## src/hdl/rv_pkg.sv

```systemverilog
package rv_pkg;

  // Datapath widths
  localparam int XLEN     = 32;
  localparam int REG_AW   = 5;
  localparam int NUM_REGS = 32;
  localparam int APB_AW   = 12;

  // ALU operation select
  typedef enum logic [3:0] {
    ALU_ADD,
    ALU_SUB,
    ALU_XOR,
    ALU_OR,
    ALU_AND,
    ALU_SLL,
    ALU_SRL,
    ALU_SRA,
    ALU_SLT,
    ALU_SLTU,
    ALU_PASS_B  // lui
  } alu_op_e;

  //////////////////////////////////////////////////////////////////////
  // RV32I encodings

  localparam logic [6:0] OPC_OP     = 7'b0110011;  // Register-register
  localparam logic [6:0] OPC_OP_IMM = 7'b0010011;  // Register-immediate
  localparam logic [6:0] OPC_LUI    = 7'b0110111;

  localparam logic [2:0] F3_ADD_SUB = 3'h0;
  localparam logic [2:0] F3_SLL     = 3'h1;
  localparam logic [2:0] F3_SLT     = 3'h2;
  localparam logic [2:0] F3_SLTU    = 3'h3;
  localparam logic [2:0] F3_XOR     = 3'h4;
  localparam logic [2:0] F3_SRL_SRA = 3'h5;
  localparam logic [2:0] F3_OR      = 3'h6;
  localparam logic [2:0] F3_AND     = 3'h7;

  localparam logic [6:0] F7_BASE = 7'h00;
  localparam logic [6:0] F7_ALT  = 7'h20;  // sub and sra

  //////////////////////////////////////////////////////////////////////
  // Host register map

  localparam logic [APB_AW-1:0] ADDR_IMEM_LIMIT = 12'h800;  // End of instruction window
  localparam logic [APB_AW-1:0] ADDR_CTRL       = 12'h800;
  localparam logic [APB_AW-1:0] ADDR_STATUS     = 12'h804;
  localparam logic [APB_AW-1:0] ADDR_PROG_LEN   = 12'h808;
  localparam logic [APB_AW-1:0] ADDR_ILLEGAL    = 12'h80C;
  localparam logic [APB_AW-1:0] ADDR_REG_BASE   = 12'h880;  // x0, then one word per register

endpackage

```

## src/hdl/instr_decoder.sv

```systemverilog
`timescale 1ns/1ns

module instr_decoder (
  input  logic [rv_pkg::XLEN-1:0]   instr,
  output logic [rv_pkg::REG_AW-1:0] rs1,
  output logic [rv_pkg::REG_AW-1:0] rs2,
  output logic [rv_pkg::REG_AW-1:0] rd,
  output logic [rv_pkg::XLEN-1:0]   imm,
  output rv_pkg::alu_op_e           alu_op,
  output logic                      use_imm,
  output logic                      rd_we,
  output logic                      illegal
);
  import rv_pkg::*;

  logic [6:0] opcode;
  logic [2:0] funct3;
  logic [6:0] funct7;
  logic       is_r_instr;
  logic       is_i_instr;
  logic       is_u_instr;
  logic       f7_base;
  logic       f7_alt;
  logic       base_ok;
  logic       op_ok;
  alu_op_e    op_sel;

  // Field split
  assign opcode = instr[6:0];
  assign rd     = instr[11:7];
  assign funct3 = instr[14:12];
  assign rs1    = instr[19:15];
  assign rs2    = instr[24:20];
  assign funct7 = instr[31:25];  // Upper immediate bits for I-type

  assign is_r_instr = opcode == OPC_OP;
  assign is_i_instr = opcode == OPC_OP_IMM;
  assign is_u_instr = opcode == OPC_LUI;

  assign f7_base = funct7 == F7_BASE;
  assign f7_alt  = funct7 == F7_ALT;
  assign base_ok = is_i_instr || f7_base;  // I-type ignores funct7 here

  //////////////////////////////////////////////////////////////////////
  // Operation select

  always_comb begin
    op_sel = ALU_ADD;
    op_ok  = 1'b0;
    if (is_u_instr) begin
      op_sel = ALU_PASS_B;
      op_ok  = 1'b1;
    end else if (is_r_instr || is_i_instr) begin
      op_ok = base_ok;
      unique case (funct3)
        F3_ADD_SUB: begin
          op_sel = (is_r_instr && f7_alt) ? ALU_SUB : ALU_ADD;
          op_ok  = base_ok || (is_r_instr && f7_alt);
        end
        F3_SLL: begin
          op_sel = ALU_SLL;
          op_ok  = f7_base;  // slli needs a clean upper field too
        end
        F3_SRL_SRA: begin
          op_sel = f7_alt ? ALU_SRA : ALU_SRL;
          op_ok  = f7_base || f7_alt;
        end
        F3_SLT:  op_sel = ALU_SLT;
        F3_SLTU: op_sel = ALU_SLTU;
        F3_XOR:  op_sel = ALU_XOR;
        F3_OR:   op_sel = ALU_OR;
        F3_AND:  op_sel = ALU_AND;
      endcase
    end
  end

  // U immediate keeps the low 12 bits clear
  assign imm = is_u_instr ? {instr[31:12], 12'b0} :
                            {{20{instr[31]}}, instr[31:20]};

  assign alu_op  = op_sel;
  assign use_imm = is_i_instr || is_u_instr;
  assign rd_we   = op_ok;
  assign illegal = !op_ok;

endmodule

```

## config.mk

```make
export PLATFORM = sky130hd
export DESIGN_NAME = instr_decoder
export DESIGN_NICKNAME = d
export VERILOG_FILES = /design/src/hdl/rv_pkg.sv /design/src/hdl/instr_decoder.sv
export SDC_FILE = /design/constraint.sdc
export NUM_CORES = 1
export LEC_CHECK = 0
export ABC_CLOCK_PERIOD_IN_PS = 4550
export BUFFER_PORTS_ARGS = -buffer_cell sky130_fd_sc_hd__buf_2
export CAP_MARGIN = 20
export CORE_MARGIN = 1.5
export CORE_UTILIZATION = 33
export DETAILED_ROUTE_END_ITERATION = 7
export PLACE_DENSITY = 0.9
export SYNTH_ARGS = -nofsm -noshare
export SYNTH_HDL_FRONTEND = slang
export SYNTH_SLANG_ARGS = --single-unit
export TNS_END_PERCENT = 100
```

## constraint.sdc

```tcl
create_clock -name vclk -period 4.55
set_clock_uncertainty 0.15 [all_clocks]
set_input_delay 0.91 -clock vclk [all_inputs]
set_output_delay 0.91 -clock vclk [all_outputs]
set_load 0.05 [all_outputs]
```

; ---- Yosys cells after proc, flatten, opt, wreduce, memory -nomap -nowiden
; Cells that the tools add are included.
[word_totals]
regBits = 0
elab_cells = 29
[op_classes]
eq_ne = 11
mux = 9
n_reduce_logical = 9
[op_table]
columns = operator, count
row1 = 4-bit one-hot mux with 8 select lines, 1
row2 = 31-bit two-way mux, 1
row3 = "7-bit by 6-bit == test with 1-bit output, second input constant", 3
row4 = "3-bit == test, second input constant", 4
row5 = 4-bit two-way mux, 2
row6 = "7-bit by 5-bit == test with 1-bit output, second input constant", 1
row7 = 7-bit zero test, 1
row8 = "3-bit by 2-bit == test with 1-bit output, second input constant", 2
row9 = 1-bit logical OR, 5
row10 = 1-bit two-way mux, 4
row11 = "3-bit by 1-bit == test with 1-bit output, second input constant", 1
row12 = 3-bit zero test, 1
row13 = 1-bit one-hot mux with 3 select lines, 1
row14 = 1-bit logical AND, 1
row15 = 1-bit zero test, 1

; ---- Depth between registers and ports, before layout
; Gate-level depths: netlist of the first run.
[logic_depth]
ltp_word = 7
ltp_mapped = 5

; ---- Least setup slack after synthesis of the first run
; No wires, ideal clock.
[synth_timing]
path_kind = input to output
from = input port instr[4] (netlist bit)
to = output port alu_op[2]
arrival_time_ns = 2.596
required_time_ns = 3.490
slack_ns = 0.894
cell_stages = 4
path_buffers = 1
cell_sequence = nand3_1 -> or3_1 -> clkbuf_1 -> nor3_1
[synth_via]
elab_chain_cells = 4
[synth_rtl]
columns = item, line
row1 = "start, declared", instr_decoder.sv:4  ; input logic [rv_pkg::XLEN-1:0] instr,
row2 = 7-bit by 6-bit == test with 1-bit output or 7-bit by 5-bit == test with 1-bit output (tied branches), "instr_decoder.sv:36, instr_decoder.sv:37"
row3 = 1-bit logical OR, instr_decoder.sv:53  ; end else if (is_r_instr || is_i_instr) begin
row4 = 4-bit two-way mux, instr_decoder.sv:53
row5 = 4-bit two-way mux (*), instr_decoder.sv:50  ; if (is_u_instr) begin
row6 = "end, declared", instr_decoder.sv:9  ; output rv_pkg::alu_op_e alu_op,
; Every way passes the cells marked *; elsewhere a longest branch is shown, timed or not.

; ---- Final worst setup path of the first run
[layout_timing]
from = input port instr[2] (netlist bit)
to = output port imm[23] (netlist bit)
[layout_via]
elab_chain_cells = 2
[layout_rtl]
columns = item, line
row1 = 7-bit by 6-bit == test with 1-bit output, instr_decoder.sv:38  ; assign is_u_instr = opcode == OPC_LUI;
row2 = 31-bit two-way mux, instr_decoder.sv:78  ; assign imm = is_u_instr ? {instr[31:12], 12'b0} :
row3 = "end, declared", instr_decoder.sv:8  ; output logic [rv_pkg::XLEN-1:0] imm,
; Every way passes these cells.

==> impl_results.html, run 1 <==
<table>
<tr><th>Metric</th><th>Value</th></tr>
<tr><th colspan="2">Power and ir drop</th></tr>
<tr><td>NetSw</td><td>around 0.00010 W</td></tr>
<tr><td>Combinational Power Share</td><td>1.000</td></tr>
<tr><td>Total power per unit cell area</td><td>165 mW/mm^2</td></tr>
<tr><td>Internal power consumption</td><td>between 0.00003 and 0.00004 W</td></tr>
<tr><td>Total Power</td><td>0.000138 W</td></tr>
<tr><td>Static leakage</td><td>0.543 nW</td></tr>
<tr><td>Sequential power share</td><td>0</td></tr>
<tr><td>Maximum VDD drop</td><td>~0.00011 V</td></tr>
<tr><td>Portion of total power attributed to the clock network</td><td>0</td></tr>
<tr><td>Switching Share</td><td>0.742</td></tr>
<tr><th colspan="2">Cells and area</th></tr>
<tr><td>Multi-input gate area</td><td>approximately 420 sq um</td></tr>
<tr><td>Post-layout utilization of the core</td><td>0.538</td></tr>
<tr><td>Number of antenna diodes</td><td>0</td></tr>
<tr><td>Number of nets in the layout</td><td>between 150 and 200</td></tr>
<tr><td>Total number of sequential cells</td><td>0</td></tr>
<tr><td>Share of final-layout standard cells stronger than drive strength 1</td><td>0.597</td></tr>
<tr><td>Area overhead of the layout relative to synthesis</td><td>47.6%</td></tr>
<tr><td>Sequential Area</td><td>0 sq um</td></tr>
<tr><td>Total of clock buffers placed in the layout</td><td>0</td></tr>
<tr><td>Post-route insts no fill</td><td>155</td></tr>
<tr><td>Filler cells</td><td>roughly 140</td></tr>
<tr><th colspan="2">Detailed routing</th></tr>
<tr><td>Violation count after the first detailed-route iteration</td><td>17</td></tr>
<tr><td>Detailed Routing Iterations Pass 1</td><td>6</td></tr>
<tr><td>Drt wl/cell</td><td>11.2 microns</td></tr>
<tr><td>DRC</td><td>0</td></tr>
<tr><td>Via density per instance</td><td>approximately 4.8</td></tr>
<tr><td>Number of vias in the routed layout</td><td>~740</td></tr>
<tr><td>Detailed-route wire length</td><td>about 1700 microns</td></tr>
<tr><td>Number of nets still failing antenna checks after routing</td><td>0</td></tr>
<tr><th colspan="2">Floorplan</th></tr>
<tr><td>Initial Util</td><td>0.364</td></tr>
<tr><td>Die width</td><td>around 44 microns</td></tr>
<tr><td>Die H</td><td>44.5 microns</td></tr>
<tr><td># rows</td><td>14</td></tr>
<tr><td>CORE AREA</td><td>between 0.0015 and 0.002 sq mm</td></tr>
<tr><td>Die footprint</td><td>roughly 0.002 sq mm</td></tr>
<tr><td>I/O pin total</td><td>between 80 and 90</td></tr>
<tr><th colspan="2">Clock tree</th></tr>
<tr><td>Number of buffers inserted to repair setup after CTS</td><td>0</td></tr>
<tr><td>Hold buffer count at CTS</td><td>0</td></tr>
<tr><td>Resized Gates After CTS</td><td>0</td></tr>
<tr><th colspan="2">GRT</th></tr>
<tr><td>Combined global-route utilization of all metal layers</td><td>0.144</td></tr>
<tr><td>Via count of the first global-routing pass</td><td>between 500 and 600</td></tr>
<tr><td>Antenna violations before repair</td><td>0</td></tr>
<tr><td>Global-route wire length before repair</td><td>between 2000 and 2500 microns</td></tr>
<tr><td>GRT Residual Overflow</td><td>0</td></tr>
<tr><td>Maximum number of pins on one net before global-route repair</td><td>31</td></tr>
<tr><th colspan="2">Synthesis</th></tr>
<tr><td>Top cell types by occurrence after synthesis</td><td>sky130_fd_sc_hd__a21o_1, sky130_fd_sc_hd__buf_4, sky130_fd_sc_hd__nor2b_1, sky130_fd_sc_hd__buf_2, sky130_fd_sc_hd__a21oi_1</td></tr>
<tr><td>Post-synthesis cell area</td><td>around 570 sq um</td></tr>
<tr><td>Most frequently used cell type in the post-synthesis netlist</td><td>sky130_fd_sc_hd__a21o_1</td></tr>
<tr><td>Post-synthesis cell count</td><td>slightly above 80</td></tr>
<tr><td>Count of unique library cells instantiated by Yosys</td><td>24</td></tr>
<tr><td>Ranking of synthesized cells by area</td><td>sky130_fd_sc_hd__a21o_1, sky130_fd_sc_hd__buf_4, sky130_fd_sc_hd__nor2b_1, sky130_fd_sc_hd__buf_2, sky130_fd_sc_hd__nor4_4</td></tr>
<tr><td>Share of the yosys chip area belonging to registers</td><td>0</td></tr>
<tr><td>Total of warnings raised by yosys</td><td>0</td></tr>
<tr><td>Mean Syn Cell Area</td><td>just under 7 sq um</td></tr>
<tr><td>Cell type with the highest aggregate area in the netlist</td><td>sky130_fd_sc_hd__a21o_1</td></tr>
<tr><td>Yosys top cell area share</td><td>0.251</td></tr>
<tr><td>Syn_nets</td><td>about 120</td></tr>
<tr><th colspan="2">Timing</th></tr>
<tr><td>Timing-limited maximum frequency</td><td>just under 0.3 GHz</td></tr>
<tr><td>RSZ-0062 raised after global routing</td><td>false</td></tr>
<tr><td>Worst-margin pin slew</td><td>between 600 and 700 ps</td></tr>
<tr><td>Final setup vio count</td><td>0</td></tr>
<tr><td>Total negative setup slack</td><td>0 ps</td></tr>
<tr><td>Final Critical Period</td><td>between 3000 and 4000 ps</td></tr>
<tr><td>Number of slew-limit violations in the final report</td><td>0</td></tr>
<tr><td>Tcrit/Tclk final</td><td>0.752</td></tr>
<tr><td>Slew headroom</td><td>0.545</td></tr>
<tr><td>Count of final hold-check violations</td><td>0</td></tr>
<tr><th colspan="2">Critical path</th></tr>
<tr><td>Arrival time of data at the critical path endpoint</td><td>2360 ps</td></tr>
<tr><td>Library cell appearing most often on the critical path</td><td>sky130_fd_sc_hd__buf_2</td></tr>
<tr><td>Largest fanout on the critical path</td><td>11</td></tr>
<tr><td>CP max stage cell</td><td>sky130_fd_sc_hd__nor2b_1</td></tr>
<tr><td>Critical path start-end classification</td><td>in2out</td></tr>
<tr><td>Kind of end point of the critical path</td><td>output port</td></tr>
<tr><td>Largest stage delay, worst path</td><td>between 500 and 600 ps</td></tr>
<tr><td>Startpoint type of the worst setup path</td><td>primary input</td></tr>
<tr><td>Cell-by-cell trace of the critical path</td><td>buf_2 &gt; nand2_2 &gt; nor4_4 &gt; nor2b_1 &gt; buf_6 &gt; a21o_1 &gt; buf_2</td></tr>
<tr><td>Worst Path Required</td><td>between 3000 and 4000 ps</td></tr>
<tr><th colspan="2">Run</th></tr>
<tr><td>Max Cap Viol</td><td>0</td></tr>
<tr><th colspan="2">Placed design</th></tr>
<tr><td>Port buffer count</td><td>76</td></tr>
<tr><td>Placer's final routability congestion estimate</td><td>~0.78</td></tr>
<tr><td>Detailed-placement wirelength estimate</td><td>approximately 1500 microns</td></tr>
<tr><td>Number of cells after detailed placement</td><td>roughly 160</td></tr>
<tr><th colspan="2">Hold path</th></tr>
<tr><td>Hold Path Stages</td><td>0</td></tr>
<tr><td>Worst-case hold path end point</td><td>rd[1]</td></tr>
<tr><td>Hold path start</td><td>instr[8]</td></tr>
<tr><td>Hold WC Path Type</td><td>in2out</td></tr>
<tr><th colspan="2">Status</th></tr>
<tr><td>Run status</td><td>finished, final reports clean</td></tr>
</table>
## cell type report
type	count	area share
multi-input combinational	60	0.496
timing repair buffer	78	0.476
tap	16	0.0239
inverter	1	0.00448
## power by group through the flow
stage          registers, W  logic [W]  clock network [W]
2_1_floorplan             0   0.000118                  0
3_3_place_gp              0   0.000136                  0
3_5_place_dp              0   0.000138                  0
4_1_cts                   0   0.000139                  0
5_1_grt                   0   0.000144                  0
6_report                  0   0.000138                  0
## metrics by stage
| stage | hold slack [ps] | instance area, sq um | setup WS (ps) |
|---|---|---|---|
| after CTS | 1670 | 838 | 1100 |
| after global routing | 1670 | 838 | 986 |
| final | 1670 | 838 | 1130 |
| after floorplan | 1770 | 568 | 894 |
| after global placement | 1670 | 827 | 916 |
| after detailed placement | 1670 | 838 | 1100 |
## critical path: cells and delay by family
kind | cells | cell delay [ps]
buffers and inverters | 3 | 620
AND/OR/NAND/NOR | 3 | 730
AO/OA/AOI/OAI | 1 | 90
## cell families after synthesis
kind of cell,share of synthesized area
AND/OR/NAND/NOR,0.355
AO/OA/AOI/OAI,0.377
buffers and inverters,0.269
## routing by layer
metal	routed length, microns	GRT usage	up-vias
li1	-	-	382
met1	696	0.183	327
met2	945	0.272	30
met3	99	0.00408	0
met4	0	0.0121	0
met5	0	0	-
## how the worst max path moves through the flow
stage                  start   endpoint  slack [ps]  cells past startpoint
floorplan           instr[4]  alu_op[2]         890                      4
global placement    instr[2]    imm[11]         920                      5
detailed placement  instr[2]    imm[23]        1100                      7
CTS                 instr[2]    imm[23]        1100                      7
global route        instr[2]    imm[27]         990                      7
finish              instr[2]    imm[23]        1130                      7
## cells in the final DEF, fill, tap and decap left out, drive strengths merged, types with 2 or more instances in the layout
cell    n
a21oi   4
a21o   19
nor2b  16
buf    78
o21ai   2
nand2   3
nor4    2
or3     3
Power figures use the tool's default switching activity.
==> run 2, diff against run 1 <==
--- a/config.mk
+++ b/config.mk
@@ -5,13 +5,14 @@
 export SDC_FILE = /design/constraint.sdc
 export NUM_CORES = 1
 export LEC_CHECK = 0
-export ABC_CLOCK_PERIOD_IN_PS = 4550
+export ABC_AREA = 1
+export ABC_CLOCK_PERIOD_IN_PS = 3450
 export BUFFER_PORTS_ARGS = -buffer_cell sky130_fd_sc_hd__buf_2
 export CAP_MARGIN = 20
 export CORE_MARGIN = 1.5
-export CORE_UTILIZATION = 33
+export CORE_UTILIZATION = 32
 export DETAILED_ROUTE_END_ITERATION = 7
-export PLACE_DENSITY = 0.9
+export PLACE_DENSITY = 0.84
 export SYNTH_ARGS = -nofsm -noshare
 export SYNTH_HDL_FRONTEND = slang
 export SYNTH_SLANG_ARGS = --single-unit
==> constraint.sdc (replaced) <==
create_clock -name vclk -period 3.45
set_clock_uncertainty 0.15 [all_clocks]
set_input_delay 0.69 -clock vclk [all_inputs]
set_output_delay 0.69 -clock vclk [all_outputs]
set_load 0.05 [all_outputs]
==> run 2 against run 1 <==
  * Hold slack worse by 440 ps
  * Die area up 12%
  * Via count up 22%
  * Sequential share of layout area unchanged
  * Largest cell class is now buffers
  * Utilization down 5.4 points
  * Wire length down 1.6%
  * Final cell count up 34%
==> impl_results.html, run 2 <==
<table>
<tr><th>Metric</th><th>Value</th></tr>
<tr><th colspan="2">Status</th></tr>
<tr><td>Run status</td><td>finished, final reports clean</td></tr>
<tr><th colspan="2">Critical path</th></tr>
<tr><td>Arrival time of data at the critical path endpoint</td><td>2150 ps</td></tr>
<tr><td>Library cell appearing most often on the critical path</td><td>sky130_fd_sc_hd__buf_2</td></tr>
<tr><td>Critical path start-end classification</td><td>in2out</td></tr>
<tr><td>CP max stage cell</td><td>sky130_fd_sc_hd__nand2_1</td></tr>
<tr><td>Kind of end point of the critical path</td><td>output port</td></tr>
<tr><td>Largest fanout on the critical path</td><td>20</td></tr>
<tr><td>Category of cells accounting for the largest share of critical-path delay</td><td>simple AND/OR/NAND/NOR gates</td></tr>
<tr><td>Largest stage delay, worst path</td><td>490 ps</td></tr>
<tr><td>Combined buffer and inverter count along the critical path</td><td>3</td></tr>
<tr><td>Worst Path Required</td><td>2610 ps</td></tr>
<tr><td>Cell-by-cell trace of the critical path</td><td>buf_2 &gt; nand3_1 &gt; inv_1 &gt; nand2_1 &gt; nand2_4 &gt; o21ai_0 &gt; buf_2</td></tr>
<tr><td>Startpoint type of the worst setup path</td><td>primary input</td></tr>
<tr><td>Critical Path Stages</td><td>7</td></tr>
<tr><th colspan="2">Detailed routing</th></tr>
<tr><td>Number of vias in the routed layout</td><td>approximately 900</td></tr>
<tr><td>Via density per instance</td><td>4.34</td></tr>
<tr><td>Detailed-route wire length</td><td>1710 microns</td></tr>
<tr><td>Detailed Routing Iterations Pass 1</td><td>4</td></tr>
<tr><td>Violation count after the first detailed-route iteration</td><td>24</td></tr>
<tr><td>Number of nets still failing antenna checks after routing</td><td>0</td></tr>
<tr><td>Drt wl/cell</td><td>slightly above 8 microns</td></tr>
<tr><td>DRC</td><td>0</td></tr>
<tr><th colspan="2">Timing</th></tr>
<tr><td>Final setup vio count</td><td>0</td></tr>
<tr><td>Total negative setup slack</td><td>0 ps</td></tr>
<tr><td>Count of final hold-check violations</td><td>0</td></tr>
<tr><td>Tcrit/Tclk final</td><td>0.868</td></tr>
<tr><td>Slew headroom</td><td>0.558</td></tr>
<tr><td>Final Critical Period</td><td>roughly 3000 ps</td></tr>
<tr><td>Number of slew-limit violations in the final report</td><td>0</td></tr>
<tr><td>Worst-margin pin slew</td><td>approximately 660 ps</td></tr>
<tr><td>RSZ-0062 raised after global routing</td><td>false</td></tr>
<tr><td>Timing-limited maximum frequency</td><td>~0.33 GHz</td></tr>
<tr><th colspan="2">Power and ir drop</th></tr>
<tr><td>Sequential power share</td><td>0</td></tr>
<tr><td>Maximum VDD drop</td><td>~0.000074 V</td></tr>
<tr><td>Total Power</td><td>approximately 0.00017 W</td></tr>
<tr><td>Internal power consumption</td><td>0.0000387 W</td></tr>
<tr><td>Combinational Power Share</td><td>1.000</td></tr>
<tr><td>NetSw</td><td>~0.00013 W</td></tr>
<tr><td>Static leakage</td><td>0.592 nW</td></tr>
<tr><td>Total power per unit cell area</td><td>201 mW/mm^2</td></tr>
<tr><td>Portion of total power attributed to the clock network</td><td>0</td></tr>
<tr><td>Switching Share</td><td>0.777</td></tr>
<tr><th colspan="2">Floorplan</th></tr>
<tr><td>Die footprint</td><td>~0.0022 sq mm</td></tr>
<tr><td>I/O pin total</td><td>86</td></tr>
<tr><td># rows</td><td>15</td></tr>
<tr><td>Initial Util</td><td>0.348</td></tr>
<tr><td>Die H</td><td>47.0 microns</td></tr>
<tr><td>Die width</td><td>approximately 47 microns</td></tr>
<tr><td>CORE AREA</td><td>0.00178 sq mm</td></tr>
<tr><th colspan="2">GRT</th></tr>
<tr><td>Antenna violations before repair</td><td>0</td></tr>
<tr><td>Global-route wire length before repair</td><td>between 2000 and 2500 microns</td></tr>
<tr><td>Combined global-route utilization of all metal layers</td><td>0.129</td></tr>
<tr><td>Maximum number of pins on one net before global-route repair</td><td>21</td></tr>
<tr><td>Via count of the first global-routing pass</td><td>about 580</td></tr>
<tr><td>GRT Residual Overflow</td><td>0</td></tr>
<tr><th colspan="2">Placed design</th></tr>
<tr><td>Port buffer count</td><td>76</td></tr>
<tr><td>Placer's final routability congestion estimate</td><td>around 0.75</td></tr>
<tr><td>Number of cells after detailed placement</td><td>around 210</td></tr>
<tr><td>Detailed-placement wirelength estimate</td><td>1440 microns</td></tr>
<tr><th colspan="2">Cells and area</th></tr>
<tr><td>Multi-input gate area</td><td>between 300 and 400 sq um</td></tr>
<tr><td>Sequential Area</td><td>0 sq um</td></tr>
<tr><td>Number of nets in the layout</td><td>roughly 220</td></tr>
<tr><td>Area overhead of the layout relative to synthesis</td><td>38.9%</td></tr>
<tr><td>Post-route insts no fill</td><td>207</td></tr>
<tr><td>Filler cells</td><td>~210</td></tr>
<tr><td>Total number of sequential cells</td><td>0</td></tr>
<tr><td>Most frequent standard cell in the layout excluding fill and tap cells</td><td>sky130_fd_sc_hd__buf_2</td></tr>
<tr><td>Number of antenna diodes</td><td>0</td></tr>
<tr><td>Total of clock buffers placed in the layout</td><td>0</td></tr>
<tr><td>Leading cell types in the layout, fill and taps excluded</td><td>sky130_fd_sc_hd__buf_2, sky130_fd_sc_hd__nand2_1, sky130_fd_sc_hd__inv_1, sky130_fd_sc_hd__nor2_1, sky130_fd_sc_hd__o21ai_0</td></tr>
<tr><td>Share of final-layout standard cells stronger than drive strength 1</td><td>0.434</td></tr>
<tr><th colspan="2">Clock tree</th></tr>
<tr><td>Resized Gates After CTS</td><td>0</td></tr>
<tr><td>Hold buffer count at CTS</td><td>0</td></tr>
<tr><td>Number of buffers inserted to repair setup after CTS</td><td>0</td></tr>
<tr><th colspan="2">Synthesis</th></tr>
<tr><td>Total of warnings raised by yosys</td><td>0</td></tr>
<tr><td>Ranking of synthesized cells by area</td><td>sky130_fd_sc_hd__buf_4, sky130_fd_sc_hd__nand2_1, sky130_fd_sc_hd__inv_1, sky130_fd_sc_hd__nor2_1, sky130_fd_sc_hd__o21ai_0</td></tr>
<tr><td>Top cell types by occurrence after synthesis</td><td>sky130_fd_sc_hd__nand2_1, sky130_fd_sc_hd__inv_1, sky130_fd_sc_hd__nor2_1, sky130_fd_sc_hd__buf_4, sky130_fd_sc_hd__o21ai_0</td></tr>
<tr><td>Cell type with the highest aggregate area in the netlist</td><td>sky130_fd_sc_hd__buf_4</td></tr>
<tr><td>Most frequently used cell type in the post-synthesis netlist</td><td>sky130_fd_sc_hd__nand2_1</td></tr>
<tr><td>Syn_nets</td><td>159</td></tr>
<tr><td>Post-synthesis cell area</td><td>~620 sq um</td></tr>
<tr><td>Post-synthesis cell count</td><td>127</td></tr>
<tr><td>Count of unique library cells instantiated by Yosys</td><td>16</td></tr>
<tr><td>Yosys top cell area share</td><td>0.194</td></tr>
<tr><td>Mean Syn Cell Area</td><td>between 4 and 5 sq um</td></tr>
<tr><td>Share of the yosys chip area belonging to registers</td><td>0</td></tr>
<tr><th colspan="2">Run</th></tr>
<tr><td>Max Cap Viol</td><td>0</td></tr>
<tr><th colspan="2">Hold path</th></tr>
<tr><td>Hold Path Stages</td><td>0</td></tr>
<tr><td>Hold WC Path Type</td><td>in2out</td></tr>
</table>
[run 2: through the flow]
step	cell area, sq um	hold WS [ps]	setup WS (ps)	utilization
after detailed placement	862	1230	440	0.484
after CTS	862	1230	446	0.484
final	862	1230	456	0.484
after global placement	862	1230	478	0.484
after global routing	862	1230	274	0.484
after floorplan	621	1400	397	-
[run 2: per-layer routing]
metal / share of wire / GRT usage / vias to the layer above
met5: 0 / 0 / -
met2: 0.48 / 0.258 / 48
li1: - / - / 479
met3: 0.10 / 0 / 0
met4: 0 / 0.00556 / 0
met1: 0.42 / 0.161 / 371
[run 2: cell type report]
class              instances  area share
repair buffers            76       0.441
multi-input cells         82       0.415
inverters                 24       0.107
well taps                 25      0.0363
[run 2: path summary, 6_finish.rpt]
kind                  startpoint       to  slack, ps
worst max-delay path    instr[4]  imm[12]        460
worst min-delay path    instr[7]    rd[0]       1230
[run 2: power groups by stage]
| stage | clock [W] | sequential [W] | combinational [W] |
|---|---|---|---|
| after floorplan | 0 | 0 | 0.000154 |
| after global placement | 0 | 0 | 0.000173 |
| after detailed placement | 0 | 0 | 0.000174 |
| after CTS | 0 | 0 | 0.000174 |
| after global routing | 0 | 0 | 0.000186 |
| final | 0 | 0 | 0.000173 |
[run 2: logic make-up (layout without fill, tap and decap cells)]
group / after synthesis / after routing / share of synthesized area
and+or+nand+nor: 62 / 62 / 0.413
buffers and inverters: 45 / 100 / 0.423
AOI/OAI and AO/OA: 20 / 20 / 0.163
==> run 3, diff against run 2 <==
--- a/config.mk
+++ b/config.mk
@@ -13,6 +13,7 @@
 export CORE_UTILIZATION = 32
 export DETAILED_ROUTE_END_ITERATION = 7
 export PLACE_DENSITY = 0.84
+export RECOVER_POWER = 100
 export SYNTH_ARGS = -nofsm -noshare
 export SYNTH_HDL_FRONTEND = slang
 export SYNTH_SLANG_ARGS = --single-unit
==> run 3 against run 2 <==
  * Final cell count is the same
  * Wire length rose by 0.88%
  * Maximum frequency decreased by 5.3%
  * Critical endpoint is now imm[28]
==> impl_results.html, run 3 (synthesis results as in run 2) <==
<table>
<tr><th>Metric</th><th>Value</th></tr>
<tr><th colspan="2">Critical path</th></tr>
<tr><td>Largest stage delay, worst path</td><td>about 490 ps</td></tr>
<tr><td>Kind of end point of the critical path</td><td>output port</td></tr>
<tr><td>Arrival time of data at the critical path endpoint</td><td>2320 ps</td></tr>
<tr><td>Largest fanout on the critical path</td><td>20</td></tr>
<tr><td>CP max stage cell</td><td>sky130_fd_sc_hd__nand2_1</td></tr>
<tr><td>Critical path start-end classification</td><td>in2out</td></tr>
<tr><td>Startpoint type of the worst setup path</td><td>primary input</td></tr>
<tr><td>Cell-by-cell trace of the critical path</td><td>buf_2 &gt; nand3_1 &gt; inv_1 &gt; nand2_1 &gt; nand2_4 &gt; o21ai_1 &gt; clkbuf_1</td></tr>
<tr><td>Worst Path Required</td><td>around 2600 ps</td></tr>
<tr><th colspan="2">Timing</th></tr>
<tr><td>Final Critical Period</td><td>about 3200 ps</td></tr>
<tr><td>Slew headroom</td><td>0.560</td></tr>
<tr><td>RSZ-0062 raised after global routing</td><td>false</td></tr>
<tr><td>Setup ws final</td><td>between 200 and 300 ps</td></tr>
<tr><td>Timing-limited maximum frequency</td><td>approximately 0.32 GHz</td></tr>
<tr><td>Total negative setup slack</td><td>0 ps</td></tr>
<tr><td>Final setup vio count</td><td>0</td></tr>
<tr><td>Worst-margin pin slew</td><td>658 ps</td></tr>
<tr><td>Number of slew-limit violations in the final report</td><td>0</td></tr>
<tr><td>Count of final hold-check violations</td><td>0</td></tr>
<tr><td>Tcrit/Tclk final</td><td>0.916</td></tr>
<tr><th colspan="2">Clock tree</th></tr>
<tr><td>Number of buffers inserted to repair setup after CTS</td><td>0</td></tr>
<tr><td>Hold buffer count at CTS</td><td>0</td></tr>
<tr><td>Resized Gates After CTS</td><td>0</td></tr>
<tr><th colspan="2">Cells and area</th></tr>
<tr><td>Post-layout utilization of the core</td><td>0.462</td></tr>
<tr><td>Total number of sequential cells</td><td>0</td></tr>
<tr><td>Post-route insts no fill</td><td>just over 200</td></tr>
<tr><td>Leading cell types in the layout, fill and taps excluded</td><td>sky130_fd_sc_hd__buf_2, sky130_fd_sc_hd__nand2_1, sky130_fd_sc_hd__clkbuf_1, sky130_fd_sc_hd__inv_1, sky130_fd_sc_hd__nor2_1</td></tr>
<tr><td>Share of final-layout standard cells stronger than drive strength 1</td><td>0.264</td></tr>
<tr><td>Area overhead of the layout relative to synthesis</td><td>32.7%</td></tr>
<tr><td>Most frequent standard cell in the layout excluding fill and tap cells</td><td>sky130_fd_sc_hd__buf_2</td></tr>
<tr><td>Total of clock buffers placed in the layout</td><td>0</td></tr>
<tr><td>Number of antenna diodes</td><td>0</td></tr>
<tr><td>Number of nets in the layout</td><td>216</td></tr>
<tr><td>Sequential Area</td><td>0 sq um</td></tr>
<tr><th colspan="2">Hold path</th></tr>
<tr><td>Hold WC Path Type</td><td>in2out</td></tr>
<tr><th colspan="2">Power and ir drop</th></tr>
<tr><td>Total power per unit cell area</td><td>between 200 and 250 mW/mm^2</td></tr>
<tr><td>Maximum VDD drop</td><td>0.0000718 V</td></tr>
<tr><td>Static leakage</td><td>around 0.5 nW</td></tr>
<tr><th colspan="2">GRT</th></tr>
<tr><td>Global-route wire length before repair</td><td>roughly 2200 microns</td></tr>
<tr><td>Most Used Layer, Global Route</td><td>met2</td></tr>
<tr><td>Via count of the first global-routing pass</td><td>578</td></tr>
<tr><td>Met2 track utilization from global routing</td><td>0.258</td></tr>
<tr><td>Grt met1 use</td><td>0.161</td></tr>
<tr><td>GRT Residual Overflow</td><td>0</td></tr>
<tr><td>Antenna violations before repair</td><td>0</td></tr>
<tr><td>Combined global-route utilization of all metal layers</td><td>0.129</td></tr>
<tr><td>Global-route track usage on met3</td><td>0</td></tr>
<tr><td>Maximum number of pins on one net before global-route repair</td><td>21</td></tr>
<tr><th colspan="2">Floorplan</th></tr>
<tr><td>I/O pin total</td><td>between 80 and 90</td></tr>
<tr><td># rows</td><td>15</td></tr>
<tr><td>CORE AREA</td><td>~0.0018 sq mm</td></tr>
<tr><td>Initial Util</td><td>0.348</td></tr>
<tr><td>Die H</td><td>47.0 microns</td></tr>
<tr><td>Die width</td><td>approximately 47 microns</td></tr>
<tr><td>Die footprint</td><td>0.00221 sq mm</td></tr>
<tr><th colspan="2">Placed design</th></tr>
<tr><td>Number of cells after detailed placement</td><td>207</td></tr>
<tr><td>Port buffer count</td><td>76</td></tr>
<tr><td>Detailed-placement wirelength estimate</td><td>approximately 1400 microns</td></tr>
<tr><td>Placer's final routability congestion estimate</td><td>around 0.75</td></tr>
<tr><td>Worst slack at placement</td><td>about 440 ps</td></tr>
<tr><th colspan="2">Detailed routing</th></tr>
<tr><td>Detailed-route wire length</td><td>between 1500 and 2000 microns</td></tr>
<tr><td>Drt wl/cell</td><td>between 8 and 9 microns</td></tr>
<tr><td>DRC</td><td>0</td></tr>
<tr><td>Via density per instance</td><td>4.37</td></tr>
<tr><td>Number of nets still failing antenna checks after routing</td><td>0</td></tr>
<tr><td>Number of vias in the routed layout</td><td>905</td></tr>
<tr><td>Detailed Routing Iterations Pass 1</td><td>4</td></tr>
<tr><td>Violation count after the first detailed-route iteration</td><td>26</td></tr>
<tr><th colspan="2">Run</th></tr>
<tr><td>Max Cap Viol</td><td>0</td></tr>
<tr><th colspan="2">Status</th></tr>
<tr><td>Run status</td><td>finished, final reports clean</td></tr>
</table>
[run 3: path summary, 6_finish.rpt]
| path | end | depth (start not counted) | startpoint | slack, ps |
|---|---|---|---|---|
| max | imm[28] | 7 | instr[4] | 290 |
| min | rd[0] | 0 | instr[7] | 1230 |
[run 3: cell type report]
type                            count  area [sq um]
Tap cell                           25          31.3
Timing Repair Buffer               76           342
Fill cell                         226           960
Multi-Input combinational cell     82           358
Inverter                           24          92.6
[run 3: where the power goes]
| part | leakage, nW | switching (W) | internal (W) |
|---|---|---|---|
| combinational | 0.501 | 0.000136 | 0.0000339 |
| sequential | 0 | 0 | 0 |
| clock | 0 | 0 | 0 |
| total | 0.501 | 0.000136 | 0.0000339 |
[run 3: metal layers]
metal	up-vias	part of all wire
met5	-	0
met4	0	0
met3	0	0.11
met2	54	0.48
met1	373	0.41
li1	478	-
[run 3: stage by stage]
step                cell area (sq um)  power [W]  hold WS [ps]
global placement                  862   0.000173          1230
finish                            823   0.000170          1230
detailed placement                862   0.000174          1230
CTS                               862   0.000174          1230
global route                      823   0.000182          1230
floorplan                         621   0.000154          1400
[run 3: worst max-delay path: cells and delay by family]
family | cells | cell delay [ps]
AND/OR/NAND/NOR | 3 | 830
buffers and inverters | 3 | 640
AO/OA/AOI/OAI | 1 | 140
